===== src/design/mult_params.svh =====
`ifndef MULT_PARAMS_SVH
`define MULT_PARAMS_SVH

// operand width of the integer datapath
`define XLEN 32

// accumulate stages in the multiplier, legal values are 2, 4 or 8
`define MULT_STAGES 4

`define PHYS_REGS 64    // size of the physical register file
`define BMASK_WIDTH 4   // unresolved branches tracked at once

`endif


===== src/design/core_types_pkg.sv =====
`include "mult_params.svh"

package core_types_pkg;

    // tag of a physical register, the rename target of a destination
    typedef logic [$clog2(`PHYS_REGS)-1:0] phys_reg_t;

    typedef logic [`BMASK_WIDTH-1:0] bmask_t;   // a set bit marks a dependence on that branch

    // broadcast by the branch unit once a branch has been resolved
    typedef struct packed {
        logic   valid;
        logic   mispredict;
        bmask_t branch_bit;    // one-hot, names the resolved branch
    } branch_resolve_t;

    // result packet presented to the common data bus
    typedef struct packed {
        phys_reg_t        tag;
        logic [`XLEN-1:0] value;
    } cdb_packet_t;

    // true when a packet with mask bm has to be dropped by this broadcast
    function automatic logic bm_squash(input bmask_t bm, input branch_resolve_t br);
        return br.valid & br.mispredict & (|(bm & br.branch_bit));
    endfunction

    // a correctly predicted branch no longer constrains anything behind it
    function automatic bmask_t bm_clear(input bmask_t bm, input branch_resolve_t br);
        bmask_t cleared;
        cleared = bm;
        if (br.valid && !br.mispredict) begin
            cleared = bm & ~br.branch_bit;
        end
        return cleared;
    endfunction

endpackage


===== src/design/mult_pkg.sv =====
`include "mult_params.svh"

package mult_pkg;

    // RISC-V M extension multiply variants
    typedef enum logic [1:0] {
        MUL    = 2'd0,  // low half, operands signed
        MULH   = 2'd1,  // high half, signed x signed
        MULHSU = 2'd2,  // high half, signed x unsigned
        MULHU  = 2'd3   // high half, unsigned x unsigned
    } mult_func_e;

    // packet handed over by the issue stage
    typedef struct packed {
        logic [`XLEN-1:0]          src1;
        logic [`XLEN-1:0]          src2;
        mult_func_e                func;
        core_types_pkg::phys_reg_t dest;
        core_types_pkg::bmask_t    bm;
    } mult_issue_t;

    typedef struct packed {
        logic [`XLEN-1:0] hi;
        logic [`XLEN-1:0] lo;
    } mult_halves_t;

    // the accumulators work on the whole word, the result select on its halves
    typedef union packed {
        logic [2*`XLEN-1:0] full;
        mult_halves_t       half;
    } mult_product_u;

    // contents of one pipeline register in the multiplier
    typedef struct packed {
        logic                      valid;
        mult_product_u             sum;     // partial products accumulated so far
        logic [2*`XLEN-1:0]        mplier;  // remaining multiplier bits, lsb first
        logic [2*`XLEN-1:0]        mcand;   // multiplicand aligned to the next chunk
        core_types_pkg::phys_reg_t dest;
        core_types_pkg::bmask_t    bm;
        mult_func_e                func;
    } mult_stage_t;

endpackage


===== src/design/mult_operand_prep.sv =====
`timescale 1ns/1ps
`include "mult_params.svh"

module mult_operand_prep (
    input  logic                            issue_valid,
    input  mult_pkg::mult_issue_t           issue_pkt,
    input  core_types_pkg::branch_resolve_t branch_resolve,
    output mult_pkg::mult_stage_t           stage_pkt
);

    logic [2*`XLEN-1:0] src1_ext;
    logic [2*`XLEN-1:0] src2_ext;
    logic               squash_hit;

    // the multiplicand is signed for every variant except MULHU
    always_comb begin
        case (issue_pkt.func)
            mult_pkg::MUL, mult_pkg::MULH, mult_pkg::MULHSU: begin
                src1_ext = {{`XLEN{issue_pkt.src1[`XLEN-1]}}, issue_pkt.src1};
            end
            default: begin
                src1_ext = {{`XLEN{1'b0}}, issue_pkt.src1};
            end
        endcase
    end

    // the multiplier is only signed when both operands are
    always_comb begin
        case (issue_pkt.func)
            mult_pkg::MUL, mult_pkg::MULH: begin
                src2_ext = {{`XLEN{issue_pkt.src2[`XLEN-1]}}, issue_pkt.src2};
            end
            default: begin
                src2_ext = {{`XLEN{1'b0}}, issue_pkt.src2};
            end
        endcase
    end

    // a broadcast in the issue cycle already counts for this packet
    assign squash_hit = core_types_pkg::bm_squash(issue_pkt.bm, branch_resolve);

    always_comb begin
        stage_pkt.valid    = issue_valid & ~squash_hit;
        stage_pkt.sum.full = '0;                // nothing accumulated yet
        stage_pkt.mplier   = src2_ext;
        stage_pkt.mcand    = src1_ext;
        stage_pkt.dest     = issue_pkt.dest;
        stage_pkt.bm       = core_types_pkg::bm_clear(issue_pkt.bm, branch_resolve);
        stage_pkt.func     = issue_pkt.func;
    end

endmodule


===== src/design/mult_result_stage.sv =====
`timescale 1ns/1ps
`include "mult_params.svh"

module mult_result_stage (
    input  logic                            clock,
    input  logic                            arst_n,
    input  mult_pkg::mult_stage_t           stage_in,
    input  core_types_pkg::branch_resolve_t branch_resolve,
    input  logic                            cdb_grant,
    output logic                            cdb_req,
    output core_types_pkg::cdb_packet_t     cdb_pkt,
    output logic                            can_load
);

    logic                        valid_q;
    core_types_pkg::cdb_packet_t pkt_q;
    core_types_pkg::bmask_t      bm_q;
    logic                        held_squash;
    logic                        in_squash;
    logic [`XLEN-1:0]            value_sel;

    assign held_squash = core_types_pkg::bm_squash(bm_q, branch_resolve);
    assign in_squash   = core_types_pkg::bm_squash(stage_in.bm, branch_resolve);

    // free slot, or the current result leaves on the bus at this edge
    assign can_load = ~valid_q | cdb_grant;

    // MUL returns the low word, all other variants the high word
    assign value_sel = (stage_in.func == mult_pkg::MUL) ? stage_in.sum.half.lo
                                                         : stage_in.sum.half.hi;

    always_ff @(posedge clock or negedge arst_n) begin
        if (!arst_n) begin
            valid_q <= 1'b0;
        end else if (can_load) begin
            valid_q <= stage_in.valid & ~in_squash;
        end else begin
            valid_q <= valid_q & ~held_squash;  // a waiting result can still be killed
        end
    end

    always_ff @(posedge clock) begin
        if (can_load) begin
            pkt_q.tag   <= stage_in.dest;
            pkt_q.value <= value_sel;
            bm_q        <= core_types_pkg::bm_clear(stage_in.bm, branch_resolve);
        end else begin
            bm_q <= core_types_pkg::bm_clear(bm_q, branch_resolve);
        end
    end

    assign cdb_req = valid_q;
    assign cdb_pkt = pkt_q;

    // the bus arbiter relies on a pending request not changing under it
    a_req_stable : assert property (
        @(posedge clock) disable iff (!arst_n)
        (cdb_req && !cdb_grant && !held_squash) |=> (cdb_req && $stable(cdb_pkt))
    ) else $error("CDB request or packet changed before grant");

endmodule


===== src/design/mult_stage.sv =====
`timescale 1ns/1ps
`include "mult_params.svh"

module mult_stage (
    input  logic                            clock,
    input  logic                            arst_n,
    input  logic                            advance,    // downstream takes our contents this edge
    input  mult_pkg::mult_stage_t           stage_in,
    input  core_types_pkg::branch_resolve_t branch_resolve,
    output mult_pkg::mult_stage_t           stage_out,
    output logic                            can_load
);

    // multiplier bits consumed per stage
    localparam int unsigned SHIFT = (2 * `XLEN) / `MULT_STAGES;

    logic                      valid_q;
    mult_pkg::mult_product_u   sum_q;
    logic [2*`XLEN-1:0]        mplier_q;
    logic [2*`XLEN-1:0]        mcand_q;
    core_types_pkg::phys_reg_t dest_q;
    core_types_pkg::bmask_t    bm_q;
    mult_pkg::mult_func_e      func_q;

    mult_pkg::mult_stage_t     src;         // packet that will sit here after the edge
    logic [2*`XLEN-1:0]        partial;

    assign can_load = advance | ~valid_q;   // either we move on or we hold nothing

    assign src = can_load ? stage_in : stage_out;

    // low chunk of the multiplier times the aligned multiplicand
    assign partial = stage_in.mplier[SHIFT-1:0] * stage_in.mcand;

    always_ff @(posedge clock or negedge arst_n) begin
        if (!arst_n) begin
            valid_q <= 1'b0;
        end else begin
            valid_q <= src.valid & ~core_types_pkg::bm_squash(src.bm, branch_resolve);
        end
    end

    always_ff @(posedge clock) begin
        if (can_load) begin
            sum_q.full <= stage_in.sum.full + partial;
            mplier_q   <= stage_in.mplier >> SHIFT;
            mcand_q    <= stage_in.mcand << SHIFT;
            dest_q     <= stage_in.dest;
            func_q     <= stage_in.func;
        end
        bm_q <= core_types_pkg::bm_clear(src.bm, branch_resolve);  // also while stalled
    end

    always_comb begin
        stage_out.valid  = valid_q;
        stage_out.sum    = sum_q;
        stage_out.mplier = mplier_q;
        stage_out.mcand  = mcand_q;
        stage_out.dest   = dest_q;
        stage_out.bm     = bm_q;
        stage_out.func   = func_q;
    end

    // the chunk width has to tile the product exactly or high bits get lost
    a_stage_count : assert property (
        @(posedge clock) ((2 * `XLEN) % `MULT_STAGES) == 0
    ) else $error("MULT_STAGES does not divide the product width");

    a_valid_known : assert property (
        @(posedge clock) disable iff (!arst_n) !$isunknown(valid_q)
    ) else $error("stage valid bit is X");

endmodule


===== src/design/mult_unit.sv =====
`timescale 1ns/1ps
`include "mult_params.svh"

module mult_unit (
    input  logic                            clock,
    input  logic                            arst_n,
    input  logic                            issue_valid,
    input  mult_pkg::mult_issue_t           issue_pkt,
    output logic                            issue_ready,
    input  core_types_pkg::branch_resolve_t branch_resolve,
    output logic                            cdb_req,
    input  logic                            cdb_grant,
    output core_types_pkg::cdb_packet_t     cdb_pkt
);

    // chain[0] comes from operand prep, chain[k+1] is the register of stage k
    mult_pkg::mult_stage_t [`MULT_STAGES:0] chain;

    // load_ok[k] says stage k loads at this edge, the top bit is the result stage
    logic [`MULT_STAGES:0] load_ok;

    mult_operand_prep u_prep (
        .issue_valid    (issue_valid),
        .issue_pkt      (issue_pkt),
        .branch_resolve (branch_resolve),
        .stage_pkt      (chain[0])
    );

    for (genvar k = 0; k < `MULT_STAGES; k++) begin : g_stage
        mult_stage u_stage (
            .clock          (clock),
            .arst_n         (arst_n),
            .advance        (load_ok[k+1]),     // the next stage takes our packet
            .stage_in       (chain[k]),
            .branch_resolve (branch_resolve),
            .stage_out      (chain[k+1]),
            .can_load       (load_ok[k])
        );
    end

    mult_result_stage u_result (
        .clock          (clock),
        .arst_n         (arst_n),
        .stage_in       (chain[`MULT_STAGES]),
        .branch_resolve (branch_resolve),
        .cdb_grant      (cdb_grant),
        .cdb_req        (cdb_req),
        .cdb_pkt        (cdb_pkt),
        .can_load       (load_ok[`MULT_STAGES])
    );

    // stage 0 can take a new packet whenever it is free or moving on
    assign issue_ready = load_ok[0];

endmodule


===== config.mk =====
export PLATFORM = sky130hd
export DESIGN_NAME = mult_unit
export DESIGN_NICKNAME = d
export VERILOG_FILES = /design/src/design/core_types_pkg.sv /design/src/design/mult_pkg.sv /design/src/design/mult_operand_prep.sv /design/src/design/mult_result_stage.sv /design/src/design/mult_stage.sv /design/src/design/mult_unit.sv
export VERILOG_INCLUDE_DIRS = /design/src /design/src/design
export SDC_FILE = /design/constraint.sdc
export NUM_CORES = 2
export LEC_CHECK = 0
export ABC_CLOCK_PERIOD_IN_PS = 19700
export BUFFER_PORTS_ARGS = -buffer_cell sky130_fd_sc_hd__buf_2
export CAP_MARGIN = 20
export CORE_MARGIN = 3
export CORE_UTILIZATION = 45
export DETAILED_ROUTE_END_ITERATION = 8
export GPL_TIMING_DRIVEN = 0
export SYNTH_ARGS = -nofsm -noshare
export SYNTH_HDL_FRONTEND = slang
export SYNTH_SLANG_ARGS = --single-unit

===== constraint.sdc =====
create_clock -name clock -period 19.7 [get_ports clock]
set_clock_uncertainty 0.2 [all_clocks]
set_input_delay 4.925 -clock clock [delete_from_list [all_inputs] [get_ports clock]]
set_output_delay 4.925 -clock clock [all_outputs]
set_load 0.03 [all_outputs]

==> impl_metrics.csv <==
group,metric,value,unit
route,wl_per_cell,22.19,um
clocking,post_cts_buffers,0,
route,post-route-drc-count,0,
clocking,clock_path_buffers,3,
die,core,0.1397,mm2
sta,tns,0,ps
sta,finalHoldViolCount,0,
synth,ys_types,93,
sta,slew_headroom,28.31,%
critical_path,crit_fanout,34,
die,ios,126,
min_path,hp-class,"reg -> reg",
route,finalWirelength,183100,um
place,globalplace.congestion,0.9560,
critical_path,arrival,7450,ps
die,fp.dieArea,0.1456,mm2
clocking,cts_tree,"done",
synth,netlist_instances,6137,
critical_path,critical_path.top_delay_family,"simple AND/OR/NAND/NOR gates",
place,dp_hpwl,151500,um
clocking,insertion_delay,670,ps
layout,final_nets,8038,
layout,mostFrequentLayoutCells,"1318 x inv_1, 1262 x fa_1, 842 x nand2_1, 430 x edfxtp_1, 378 x and2_1",
layout,drive_gt1_share,4.587,%
clocking,cts_max_level,2,
sta,layout_setup_ws,7123,ps
clocking,root_buffer,"clkbuf_16",
global_routing,grt_max_degree,95,
critical_path,path_common_cell,"buf_2",
global_routing,grt_usage,25.56,%
layout,layout_commonest_cell,"inv_1",
clocking,cts_hold_buf,0,
global_routing,grt_pass1_vias,45630,
critical_path,crit_type,"in -> out",
sta,setup_violations,0,
layout,final_util,49.01,%
sta,period_share,63.84,%
outcome,status,"finished, final reports clean",
clocking,clkSlewWorstSetupHoldPaths,60,ps
job,cap_violations,0,
place,post-place-ws,6709,ps
synth,syn-num-nets,7853,
sta,finalHoldWorstSlack,173.1,ps
route,vias,43570,
sta,slew_viol_final,0,
route,ant_nets,0,
critical_path,critPathSlowestCell,"nor2_1",
route,via_per_inst,5.281,
synth,synthArstFlopShare,1.109,%
route,drt_iter0_markers,3542,
synth,ys.warnings.count,0,
critical_path,end_kind,"primary output",
synth,netlist_area,0.06347,mm2
critical_path,cp_cell_sequence,"buf_2 -> nor2b_1 -> nand4_1 -> nor2_1 -> clkinv_4 -> buf_2",
critical_path,worst_setup_path_start_kind,"input port",
layout,syn2layout_area_growth,7.876,%
sta,rsz0062_at_grt,"false",
global_routing,overflow,0,
clocking,cts_resized,0,
synth,yosysTopAreaCellShare,39.81,%
synth,ys_seq_area_share,21.05,%
critical_path,critical-path-max-stage-delay,640,ps
die,dieHeight,381.6,um
clocking,cts_buffers,52,
route,drt_pre_antenna_iters,6,
synth,synth.largest_area_cell,"fa_1",
sta,finalCriticalPeriod,12580,ps
die,fp-row-count,137,
sta,fmax,0.07951,GHz
synth,synthTopCellsByArea,"fa_1 40%, edfxtp_1 20%, inv_1 7.8%",
synth,synth_edf_count,430,
global_routing,grt_pass1_wl,280200,um
critical_path,cp_num_buf_inv,3,
global_routing,grt_antenna_before_repair,13,
critical_path,worstPathRequired,14570,ps
sta,worst_pin_slew,1075,ps
synth,yosys_register_bits,451,
synth,syn_avg_cell_area,10.34,um2
clocking,cts_sinks,451,
die,fp.dieW,381.6,um
synth,synth_ff_type,"edfxtp_1",
die,initial_core_util,45.43,%
place,port_buffers,121,
state kept, by name (all words and copies together), names as in the netlist:
signal and count:
u_result.cdb_req 1, g_stage.u_stage.func_q 8, g_stage.u_stage.bm_q 16, g_stage.u_stage.mcand_q 81, g_stage.u_stage.sum_q 256, u_result.cdb_pkt 38, g_stage.u_stage.valid_q 4, g_stage.u_stage.dest_q 24
g_stage.u_stage.mplier_q 19, u_result.bm_q 4
per-layer routing:
metal | vias up | global-route usage, % | share of wire, %
met3 | 344 | 3.684 | 7.2
li1 | 19390 | - | -
met1 | 22240 | 35.65 | 42
met2 | 1590 | 41.14 | 47
met4 | 0 | 8.736 | 3.7
met5 | - | 0 | 0
cell usage after synthesis, types with 5 or more instances:
master	number
o31ai_1	11
or2_2	7
o22a_1	8
inv_1	1319
o21a_1	23
clkbuf_1	196
fa_1	1262
a21oi_1	217
o21ai_0	98
o21bai_1	37
edfxtp_1	430
nand2_1	843
xor2_1	62
a21o_1	109
nor3_1	37
and3_1	23
ha_1	368
nand3_1	41
o211ai_1	12
nor2_1	113
dfxtp_1	16
a211oi_1	17
mux2_2	32
nand2b_1	30
and2_1	378
dfrtp_1	5
nand3b_1	8
o22ai_1	10
mux2i_1	20
a221oi_1	6
o41a_1	6
a31oi_1	19
or3_1	5
nand4_1	18
o21ai_1	21
nor2b_1	26
a31o_2	7
xnor2_1	187
worst paths after layout:
path,cells past startpoint,slack (ps),to,start
hold / removal,0,170,g_stage[3].u_stage.sum_q[1],g_stage[2].u_stage.sum_q[1]
setup / recovery,6,7120,issue_ready,cdb_grant
min in group asynchronous,1,3850,g_stage[2].u_stage.valid_q,arst_n
setup reg to reg,34,8930,g_stage[1].u_stage.sum_q[63],g_stage[0].u_stage.mcand_q[30]
hold reg to reg,0,170,g_stage[3].u_stage.sum_q[1],g_stage[2].u_stage.sum_q[1]
max in group asynchronous,1,15310,g_stage[0].u_stage.valid_q,arst_n
stage by stage:
step           area, um2  instances
6_report           68470       8250
5_1_grt            68450       8242
4_1_cts            68450       8242
3_5_place_dp       66650       8144
3_3_place_gp       66420       8134
2_1_floorplan      63470       6137
final cells by class:
| class | instances | area (um2) |
|---|---|---|
| timing repair buffer | 131 | 805.8 |
| buffer | 198 | 744.5 |
| sequential | 451 | 13360 |
| multi-input combinational | 4168 | 44430 |
| fill | 12900 | 71240 |
| inverter | 1320 | 4960 |
| antenna | 8 | 20.02 |
| clock buffer | 59 | 1328 |
| tap | 1876 | 2347 |
| clock inverter | 39 | 473.0 |
logic make-up (layout without fill, tap and decap cells):
logic type                 after synthesis  count (layout)  synth area share [%]
AOI/OAI and AO/OA                      685             685                 7.107
other                                    0               8                     0
and+or+nand+nor                       1551            1551                 11.45
xor gates and xnor gates               250             250                 3.472
buffers and inverters                 1518            1747                 8.980
adders and majority gates             1630            1630                 47.06
muxes                                   52              52                0.8832
DFF                                    451             451                 21.05
Power is left out: the tool's default activity adds up to more than one toggle a clock period on the data nets, which glitch-free logic cannot reach.
